$ cat src/source/stepper_pkg.sv
// Stepper driver package with the shared widths and the gate and timer structs
package stepper_pkg;

  // Counter widths for the per-coil chopping timers
  localparam int blank_w  = 8;
  localparam int off_w    = 10;
  localparam int min_on_w = 8;

  // Width of one coil current reference for the DAC
  localparam int level_w  = 8;

  // High and low gate of each of the four half-bridges
  typedef struct packed {
    logic a1_h;
    logic a1_l;
    logic a2_h;
    logic a2_l;
    logic b1_h;
    logic b1_l;
    logic b2_h;
    logic b2_l;
  } bridge_gates_t;

  // Static timer lengths, in clock cycles
  typedef struct packed {
    logic [blank_w-1:0]  blank_len;
    logic [off_w-1:0]    off_len;
    logic [min_on_w-1:0] min_on_len;
  } timer_cfg_t;

  // Live counts of one coil's timers
  typedef struct packed {
    logic [blank_w-1:0]  blank;
    logic [off_w-1:0]    off;
    logic [min_on_w-1:0] min_on;
  } timer_state_t;

endpackage

$ cat src/source/step_commutation.sv
// Step/direction phase counter with quarter-sine commutation for two coils
`timescale 1ns/1ps

module step_commutation #(
  parameter int phase_bits = 8
) (
  input  logic                            clk,
  input  logic                            resetn,
  input  logic                            step,
  input  logic                            dir,
  output logic [phase_bits-1:0]           phase_ct,
  output logic [3:0]                      s,
  output logic [stepper_pkg::level_w-1:0] level_a,
  output logic [stepper_pkg::level_w-1:0] level_b
);

  localparam int level_w   = stepper_pkg::level_w;
  localparam int level_max = (1 << level_w) - 1;
  // Microsteps per quadrant
  localparam int q_w       = phase_bits - 2;
  localparam int quarter   = 1 << q_w;

  // One entry per microstep in a quadrant, both ends included
  typedef logic [quarter:0][level_w-1:0] sine_tab_t;

  // Bhaskara approximation of sin(pi/2 * k/quarter), scaled to level_max
  function automatic sine_tab_t build_sine_tab();
    sine_tab_t tab;
    longint    p;
    longint    num;
    longint    den;
    for (int k = 0; k <= quarter; k++) begin
      p   = longint'(k) * longint'(2 * quarter - k);
      num = longint'(level_max) * 16 * p;
      den = 20 * longint'(quarter) * longint'(quarter) - 4 * p;
      tab[k] = level_w'((num + den / 2) / den);
    end
    return tab;
  endfunction

  localparam sine_tab_t sine_tab = build_sine_tab();

  logic [2:0]     step_r;
  logic [1:0]     dir_r;
  logic           step_rise;
  logic [1:0]     quad;
  logic [q_w:0]   low;
  logic [q_w:0]   mirr;
  logic [q_w:0]   idx_a;
  logic [q_w:0]   idx_b;

  // Edge detect on the last two sync stages, dir_r[1] lines up with step_r[1]
  assign step_rise = step_r[1] & ~step_r[2];

  always_ff @(posedge clk) begin
    if (!resetn) begin
      step_r   <= '0;
      dir_r    <= '0;
      phase_ct <= '0;
    end else begin
      step_r <= {step_r[1:0], step};
      dir_r  <= {dir_r[0], dir};
      if (step_rise) begin
        phase_ct <= dir_r[1] ? phase_ct + 1'b1 : phase_ct - 1'b1;
      end
    end
  end

  assign quad = phase_ct[phase_bits-1 -: 2];
  assign low  = {1'b0, phase_ct[q_w-1:0]};
  assign mirr = {1'b1, {q_w{1'b0}}} - low;

  // Coil B follows the sine, coil A the cosine
  assign idx_b = quad[0] ? mirr : low;
  assign idx_a = quad[0] ? low : mirr;

  assign level_a = sine_tab[idx_a];
  assign level_b = sine_tab[idx_b];

  // Bit order a1, a2, b1, b2 from bit 0 upward
  // A positive in quadrants 0 and 3, B positive in quadrants 0 and 1
  assign s[0] = (quad[1] == quad[0]);
  assign s[1] = (quad[1] != quad[0]);
  assign s[2] = ~quad[1];
  assign s[3] = quad[1];

endmodule

$ cat src/source/coil_timers.sv
// Off, blanking and minimum-on down-counters for the chopper of one coil
`timescale 1ns/1ps

module coil_timers (
  input  logic                      clk,
  input  logic                      resetn,
  input  logic                      offtimer_en,
  input  stepper_pkg::timer_cfg_t   cfg,
  output stepper_pkg::timer_state_t state
);

  localparam int blank_w  = stepper_pkg::blank_w;
  localparam int off_w    = stepper_pkg::off_w;
  localparam int min_on_w = stepper_pkg::min_on_w;

  logic off_last;

  // Final cycle of the off time, blanking and min-on restart on the next edge
  assign off_last = (state.off == off_w'(1));

  // Off time loads on a start strobe and runs down to zero
  always_ff @(posedge clk) begin
    if (!resetn) begin
      state.off <= '0;
    end else if (offtimer_en) begin
      state.off <= cfg.off_len;
    end else if (state.off != '0) begin
      state.off <= state.off - off_w'(1);
    end
  end

  // Blanking hides the comparator while the bridge current settles
  always_ff @(posedge clk) begin
    if (!resetn) begin
      state.blank <= '0;
    end else if (off_last) begin
      state.blank <= cfg.blank_len;
    end else if (state.blank != '0) begin
      state.blank <= state.blank - blank_w'(1);
    end
  end

  // Minimum on time, a new off time before it expires is a fault
  always_ff @(posedge clk) begin
    if (!resetn) begin
      state.min_on <= '0;
    end else if (off_last) begin
      state.min_on <= cfg.min_on_len;
    end else if (state.min_on != '0) begin
      state.min_on <= state.min_on - min_on_w'(1);
    end
  end

endmodule

$ cat src/source/microstep_control.sv
// Mixed-decay gate control with enable, fault latch, inversion and off-timer starts
`timescale 1ns/1ps

module microstep_control (
  input  logic                           clk,
  input  logic                           resetn,
  input  logic                           enable_in,
  input  logic [3:0]                     s,
  input  stepper_pkg::timer_state_t      state_a,
  input  stepper_pkg::timer_state_t      state_b,
  input  logic                           analog_cmp_a,
  input  logic                           analog_cmp_b,
  input  logic [stepper_pkg::off_w-1:0]  fastdecay_threshold,
  input  logic                           invert_highside,
  input  logic                           invert_lowside,
  output stepper_pkg::bridge_gates_t     gates,
  output logic                           faultn,
  output logic                           offtimer_en_a,
  output logic                           offtimer_en_b
);

  logic       enable;
  logic       fault_a;
  logic       fault_b;
  logic [1:0] fast;
  logic [1:0] slow;
  logic [3:0] hi;
  logic [3:0] lo;
  // Gate controls before output inversion, active high
  logic [3:0] hi_ctl;
  logic [3:0] lo_ctl;

  always_ff @(posedge clk) begin
    if (!resetn) begin
      enable <= 1'b0;
    end else begin
      enable <= enable_in;
    end
  end

  // Off time running while the minimum on time has not expired
  assign fault_a = (state_a.off != '0) && (state_a.min_on != '0);
  assign fault_b = (state_b.off != '0) && (state_b.min_on != '0);

  // Latched until reset
  always_ff @(posedge clk) begin
    if (!resetn) begin
      faultn <= 1'b1;
    end else if (enable && (fault_a || fault_b)) begin
      faultn <= 1'b0;
    end
  end

  // Fast decay for the start of the off time, slow decay for the rest
  assign fast[0] = (state_a.off >= fastdecay_threshold);
  assign fast[1] = (state_b.off >= fastdecay_threshold);
  assign slow[0] = (state_a.off != '0) && !fast[0];
  assign slow[1] = (state_b.off != '0) && !fast[1];

  // Bridges 0,1 belong to coil A and 2,3 to coil B
  always_comb begin
    for (int i = 0; i < 4; i++) begin
      if (slow[i/2]) begin
        hi[i] = 1'b0;
        lo[i] = 1'b1;
      end else if (fast[i/2]) begin
        hi[i] = ~s[i];
        lo[i] = s[i];
      end else begin
        hi[i] = s[i];
        lo[i] = ~s[i];
      end
    end
  end

  // Disabled bridges brake on the low sides
  assign lo_ctl = lo | {4{~enable}};
  assign hi_ctl = hi & {4{enable & faultn}};

  assign gates.a1_h = invert_highside ^ hi_ctl[0];
  assign gates.a2_h = invert_highside ^ hi_ctl[1];
  assign gates.b1_h = invert_highside ^ hi_ctl[2];
  assign gates.b2_h = invert_highside ^ hi_ctl[3];
  assign gates.a1_l = invert_lowside ^ lo_ctl[0];
  assign gates.a2_l = invert_lowside ^ lo_ctl[1];
  assign gates.b1_l = invert_lowside ^ lo_ctl[2];
  assign gates.b2_l = invert_lowside ^ lo_ctl[3];

  // Peak current reached outside blanking and outside an off time
  assign offtimer_en_a = analog_cmp_a && (state_a.blank == '0) && (state_a.off == '0);
  assign offtimer_en_b = analog_cmp_b && (state_b.blank == '0) && (state_b.off == '0);

endmodule

$ cat src/source/microstepper_top.sv
// Two-coil chopping stepper driver core with step/dir input and gate outputs
`timescale 1ns/1ps

module microstepper_top #(
  parameter int phase_bits = 8
) (
  input  logic                            clk,
  input  logic                            resetn,
  input  logic                            step,
  input  logic                            dir,
  input  logic                            enable_in,
  input  logic                            analog_cmp_a,
  input  logic                            analog_cmp_b,
  input  stepper_pkg::timer_cfg_t         timer_cfg,
  input  logic [stepper_pkg::off_w-1:0]   fastdecay_threshold,
  input  logic                            invert_highside,
  input  logic                            invert_lowside,
  output stepper_pkg::bridge_gates_t      gates,
  output logic                            faultn,
  output logic [phase_bits-1:0]           phase_ct,
  output logic [stepper_pkg::level_w-1:0] level_a,
  output logic [stepper_pkg::level_w-1:0] level_b
);

  logic [3:0]                s;
  stepper_pkg::timer_state_t state_a;
  stepper_pkg::timer_state_t state_b;
  logic                      offtimer_en_a;
  logic                      offtimer_en_b;

  step_commutation #(
    .phase_bits (phase_bits)
  ) u_step_commutation (
    .clk      (clk),
    .resetn   (resetn),
    .step     (step),
    .dir      (dir),
    .phase_ct (phase_ct),
    .s        (s),
    .level_a  (level_a),
    .level_b  (level_b)
  );

  // Both coils share one timer configuration
  coil_timers u_timers_a (
    .clk         (clk),
    .resetn      (resetn),
    .offtimer_en (offtimer_en_a),
    .cfg         (timer_cfg),
    .state       (state_a)
  );

  coil_timers u_timers_b (
    .clk         (clk),
    .resetn      (resetn),
    .offtimer_en (offtimer_en_b),
    .cfg         (timer_cfg),
    .state       (state_b)
  );

  microstep_control u_microstep_control (
    .clk                 (clk),
    .resetn              (resetn),
    .enable_in           (enable_in),
    .s                   (s),
    .state_a             (state_a),
    .state_b             (state_b),
    .analog_cmp_a        (analog_cmp_a),
    .analog_cmp_b        (analog_cmp_b),
    .fastdecay_threshold (fastdecay_threshold),
    .invert_highside     (invert_highside),
    .invert_lowside      (invert_lowside),
    .gates               (gates),
    .faultn              (faultn),
    .offtimer_en_a       (offtimer_en_a),
    .offtimer_en_b       (offtimer_en_b)
  );

endmodule

$ cat config.mk
export PLATFORM = sky130hd
export DESIGN_NAME = microstepper_top
export DESIGN_NICKNAME = d
export VERILOG_FILES = /design/src/source/stepper_pkg.sv /design/src/source/step_commutation.sv /design/src/source/coil_timers.sv /design/src/source/microstep_control.sv /design/src/source/microstepper_top.sv
export SDC_FILE = /design/constraint.sdc
export NUM_CORES = 1
export LEC_CHECK = 0
export BUFFER_PORTS_ARGS = -buffer_cell sky130_fd_sc_hd__buf_2
export CAP_MARGIN = 10
export CORE_ASPECT_RATIO = 0.8
export CORE_MARGIN = 5
export CORE_UTILIZATION = 60
export CTS_CLUSTER_DIAMETER = 40
export CTS_CLUSTER_SIZE = 10
export DETAILED_ROUTE_END_ITERATION = 8
export PLACE_DENSITY_LB_ADDON = 0.25
export SYNTH_ARGS = -nofsm -noshare
export SYNTH_HDL_FRONTEND = slang
export SYNTH_SLANG_ARGS = --single-unit
export TNS_END_PERCENT = 100
$ cat constraint.sdc
create_clock -name clk -period 4.4 [get_ports clk]
set_input_delay 0.66 -clock clk [delete_from_list [all_inputs] [get_ports clk]]
set_output_delay 0.66 -clock clk [all_outputs]
set_load 0.01 [all_outputs]
Yosys cells after proc, flatten, opt, wreduce, memory -nomap -nowiden:

Memories as Yosys holds them, arrays and structs flattened.
Cells that the tools add are included.

* $lt $le $gt $ge: 4
* reductions and logical operators: 28
* multiplexer cells: 31
* $add $sub $neg: 9
* equality and inequality tests: 4
* bitwise logic cells: 17

Operators by type and width (number)
* 8-bit two-way mux: 11
* 10-bit two-way mux: 4
* 8-bit by 1-bit subtractor with 8-bit output (second input constant): 5
* 8-bit nonzero test: 4
* 10-bit by 1-bit equality test with 1-bit output (second input constant): 2
* 10-bit >= comparator: 2
* 10-bit zero test: 2
* 10-bit nonzero test: 2
* 10-bit by 1-bit subtractor with 10-bit output (second input constant): 2
* 8-bit zero test: 2
* 7-bit by 8-bit less-than comparator with 1-bit output (second input constant): 2
* 1-bit two-way mux: 14
* 7-bit two-way mux: 2
* 2-bit nonzero test: 6
* 1-bit logical AND: 9
* 8-bit by 1-bit adder with 8-bit output (second input constant): 1
* 1-bit bitwise XOR: 8
* 7-bit by 6-bit subtractor with 7-bit output (first input constant): 1
* 1-bit inverter: 5
* 4-bit bitwise AND: 1
* 4-bit OR: 1
* 1-bit bitwise AND: 2
* 1-bit zero test: 2
* 1-bit equality test: 1
* 2 further kinds: 2

* flip-flop bits (word level): 67
* output and inout bits: 33
* memories kept: 2
* input bits: 45
* ROM bits: 2048

Memories
* (name not given): words 128, bits a word 8, rd ports 1, clocked after Yosys merged registers in 0, wr ports 0, line step_commutation.sv:77 `assign level_a = sine_tab[idx_a];`
* (name not given): words 128, bits a word 8, rd ports 1, clocked after Yosys merged registers in 0, wr ports 0, line step_commutation.sv:78 `assign level_b = sine_tab[idx_b];`

Depth between registers and ports, before layout:

* depth in word-level cells: 6
* gate-level depth with buffers: 12
* gate-level depth less buffers: 11

Cells and area by module:

Synthesis repeated with hierarchy kept, for this count alone.

* cell total of the unflattened synthesis: 849
* area total of the unflattened synthesis: 6577.6 sq um

Modules (own cells, without submodules)
* step_commutation: cells an instance 366, times used 1, area each 2613.8 sq um
* coil_timers (u_timers_b): cells an instance 185, times used 1, area each 1530.2 sq um
* coil_timers (u_timers_a): cells an instance 180, times used 1, area each 1463.9 sq um
* microstep_control: cells an instance 118, times used 1, area each 969.7 sq um

Worst setup path before layout:

No wires, ideal clock.

* kind: register to output
* from: reg u_step_commutation.phase_ct[0]
* to: out level_b[0] (netlist bit)
* data arrival time: 3.017 ns
* cell stages (with the launch flop): 13
* slack: 0.723 ns
* cells stage by stage: dfxtp_1 -> buf_2 -> inv_1 -> ha_1 -> mux2_2 -> inv_1 -> ha_1 -> nor2_1 -> o32ai_1 -> a211oi_1 -> nor3_1 -> nor3_1 -> a21oi_1

* longest elaborated chain between the ends: 4

Ends and longest elaborated chain
* start, declared: line step_commutation.sv:11 `output logic [phase_bits-1:0] phase_ct,`
* start signal, assigned: line step_commutation.sv:64 `phase_ct <= dir_r[1] ? phase_ct + 1'b1 : phase_ct - 1'b1;`
* 7-bit by 6-bit subtractor with 7-bit output: line step_commutation.sv:71 `assign mirr = {1'b1, {q_w{1'b0}}} - low;`
* 7-bit two-way mux (*): line step_commutation.sv:74 `assign idx_b = quad[0] ? mirr : low;`
* memory read 128 x 8 bit (*)
* 8-bit two-way mux (not written as such) (*): line step_commutation.sv:78
* end, declared: line microstepper_top.sv:22 `output logic [stepper_pkg::level_w-1:0] level_b`

Mark *: on every way between the ends. The rest lies on a longest branch, timed or not. The select of a mux whose other input is x is not followed.

Worst setup path in the final report:

* from: reg u_step_commutation.phase_ct[0]
* to: out level_b[3] (netlist bit)

Same word-level chain as after synthesis.

==> run_results.csv <==
group,metric,value,unit
synthesis,synth_edf_count,0,
synthesis,yosysTopAreaCell,"dfxtp_1",
worst_setup_path,critical_path_class,"flop to primary output",
worst_setup_path,worst-r2r-setup-slack,1.71,ns
synthesis,muxShareOfSynthArea,0.03163,
worst_setup_path,r2r_cells,7,
synthesis,synth-simple-area-share,0.2598,
timing,fin_worst_skew,0.006886,ns
synthesis,synth.distinct_cells,73,
synthesis,synthAdderAreaFrac,0.1198,
worst_setup_path,r2r_end,"u_step_commutation.phase_ct[7]",
global_routing,grt_max_degree,47,
synthesis,synthArstFlopShare,0,
synthesis,yosysWarnings,0,
synthesis,ys_ff_latch,67,
finish,drive_gt1_frac,0.1350,
worst_setup_path,start_kind,"flop",
clock_tree,postCtsSetupRepairBufs,0,
synthesis,synth-xor-area-share,0.07058,
clock_tree,clk_pin_slew_worst_paths,0.06,ns
job,drv_cap,0,
power,power.density,562.6,nW/um^2
floorplan,rows,33,
routing,initialDrtViolationCount,770,
synthesis,syn-cell-area,6329,um^2
clock_tree,post_cts_resize_count,0,
clock_tree,cts_root_buffer,"clkbuf_16",
timing,max_slew_margin,0.3374,
worst_setup_path,path_max_fanout,16,
floorplan,start_util,0.6156,
clock_tree,cts_tree,"done",
routing,wl_per_cell,16.98,um
synthesis,syn_nets,956,
synthesis,synth_top_area_share,0.2119,
worst_setup_path,cp-end-kind,"primary output",
timing,tightest_slew,0.9925,ns
synthesis,yosysSeqAreaShare,0.2119,
routing,vias,6662,
timing,hold_viol,0,
finish,area_delta_synth_final,12.77,%
timing,final_max_slew_viol_count,0,
routing,first_pass_iters,5,
worst_setup_path,crit_end,"level_b[3]",
clock_tree,cts.sinks,67,
clock_tree,clk_latency,0.33,ns
timing,fin_crit_sh,0.8748,
status,status,"finished clean",
timing,fmax,259.8,MHz
floorplan,dieArea,12710,um^2
timing,setup_viol,0,
global_routing,track_usage,0.2715,
finish,num-nets-final,1011,
floorplan,die_y,101.9,um
synthesis,synthTopCellsByCount,"nand2_1 (112), dfxtp_1 (67), nor2_1 (63)",
floorplan,coreArea,10280,um^2
finish,design_area,7137,um^2
placement,dp_hpwl,13120,um
routing,ant_nets,0,
worst_setup_path,worstPathArrival,3.19,ns
synthesis,synth.most_common_cell,"nand2_1",
placement,placed_cells,1035,
routing,drc,0,
worst_setup_path,rr_startpoint,"u_step_commutation.phase_ct[2]",
worst_setup_path,worstPathRequired,3.74,ns
placement,io_buffers,77,
clock_tree,hold_buffers,0,
synthesis,synth_area_leaders,"dfxtp_1 (21%), ha_1 (12%), nand2_1 (6.6%)",
finish,num_antenna_cells,0,
timing,timing.setup.tns,0,ns
min_path,hold_class,"flop to flop",
synthesis,synth_top_family_by_area,"simple AND/OR/NAND/NOR gates",
timing,finalCriticalPeriod,3.849,ns
floorplan,pin_count,78,
synthesis,synth-compound-area-share,0.2495,
power,irDropWorstVdd,0.4338,mV
clock_tree,cts-buffers-inserted,9,
routing,drt-vias-per-instance,6.339,
placement,gp_congestion,0.9680,
synthesis,synthCells,851,
global_routing,antenna_found_initial,0,
global_routing,grt_overflow_total,0,
global_routing,grt_pass1_vias,6240,
synthesis,avgSynthCellArea,7.437,um^2
power,leakage,3.211,nW
routing,totalWireLength,17840,um
synthesis,ys.flop_type,"dfxtp_1",
timing,rsz0062_at_grt,"false",
floorplan,fp.dieW,124.8,um
global_routing,grt_pass1_wl,29370,um
power,power,4.015,mW
clock_tree,htreeDepth,3,
worst_setup_path,startpoint,"u_step_commutation.phase_ct[0]",
finish,final_cell_count_no_fill,1051,
placement,placed_area,6793,um^2
clock_tree,cts_buffer_depth,2,
final cells by class:
cell class                      count  area [um^2]
Inverter                           44        165.2
Clock buffer                       12        246.5
Sequential cell                    67         1341
Clock inverter                      4        97.59
Tap cell                          140        175.2
Multi-Input combinational cell    694         4628
Fill cell                         874         3144
Timing Repair Buffer               90        483.0
per-stage QoR:
step / hold WS (ns) / utilization / setup WS [ns]
after floorplan: 0.4119 / - / 0.7226
after global placement: 0.4144 / 0.6607 / 1.050
after detailed placement: 0.4257 / 0.6607 / 0.9736
after CTS: 0.4387 / 0.6942 / 0.6285
after global routing: 0.4564 / 0.6942 / 0.2518
final: 0.4359 / 0.6942 / 0.5507
cells by family (layout without fill, tap and decap cells):
kind of cell,Yosys count,after routing
flops,67,67
compound gates,233,233
simple gates,334,334
mux,16,16
xor+xnor,51,51
fa+ha+maj,60,60
buf+inv,90,150
worst max-delay path: stages (launching register included):
cell      delay [ns]
dfxtp_1         0.31
inv_1           0.08
ha_1            0.48
nor3b_1         0.46
o211a_1         0.57
nand2_1         0.21
a211oi_1        0.32
a211oi_1        0.09
o22a_1          0.20
buf_2           0.14
sequential cells by signal, indices dropped and copies added, names as in the netlist:
signal and count:
u_microstep_control.enable 1, u_microstep_control.faultn 1, u_timers_b.state 26, u_timers_a.state 26, u_step_commutation.step_r 3, u_step_commutation.phase_ct 8, u_step_commutation.dir_r 2
cells in the final DEF, fill, tap and decap left out, types with 4 or more instances in the layout:
cell       instances
a211oi_1          22
a21boi_0           7
a21o_1             6
a21oi_1           59
a22o_1             4
a22oi_1            4
a31oi_1           10
and2_1            15
and3_1            12
buf_2             77
buf_4             13
clkbuf_16          9
dfxtp_1           67
ha_1              59
inv_1             42
mux2i_1           11
nand2_1          112
nand2b_1          10
nand3_1           28
nand4_1            4
nor2_1            63
nor2b_1            9
nor3_1            39
nor4_1            11
o2111ai_1          4
o211a_1           12
o211ai_1          11
o21ai_0           46
o32ai_1            5
or2_2              5
or3_1              8
or4_1              4
xnor2_1           31
xor2_1            20
power by group:
part           internal [mW]  leakage, nW  total (mW)  switching (mW)
sequential             0.788        0.553        1.00           0.212
combinational          0.916         2.49        2.18            1.26
clock                  0.569        0.163       0.834           0.265
routing by layer:
metal	vias to the layer above	GRT usage	share of wire
li1	3198	-	-
met1	3114	0.3621	0.45
met2	321	0.4556	0.45
met3	29	0.05329	0.077
met4	0	0.07583	0.016
met5	-	0	0
worst min path at each step:
stage | start | to | slack (ns) | cells past startpoint
global route | u_step_commutation.dir_r[0] | u_step_commutation.dir_r[1] | 0.46 | 1
floorplan | u_step_commutation.dir_r[0] | u_step_commutation.dir_r[1] | 0.41 | 1
finish | u_step_commutation.dir_r[0] | u_step_commutation.dir_r[1] | 0.44 | 1
CTS | u_step_commutation.dir_r[0] | u_step_commutation.dir_r[1] | 0.44 | 1
global placement | u_step_commutation.step_r[0] | u_step_commutation.step_r[1] | 0.41 | 1
detailed placement | u_step_commutation.dir_r[0] | u_step_commutation.dir_r[1] | 0.43 | 1
Power figures use the tool's default switching activity.
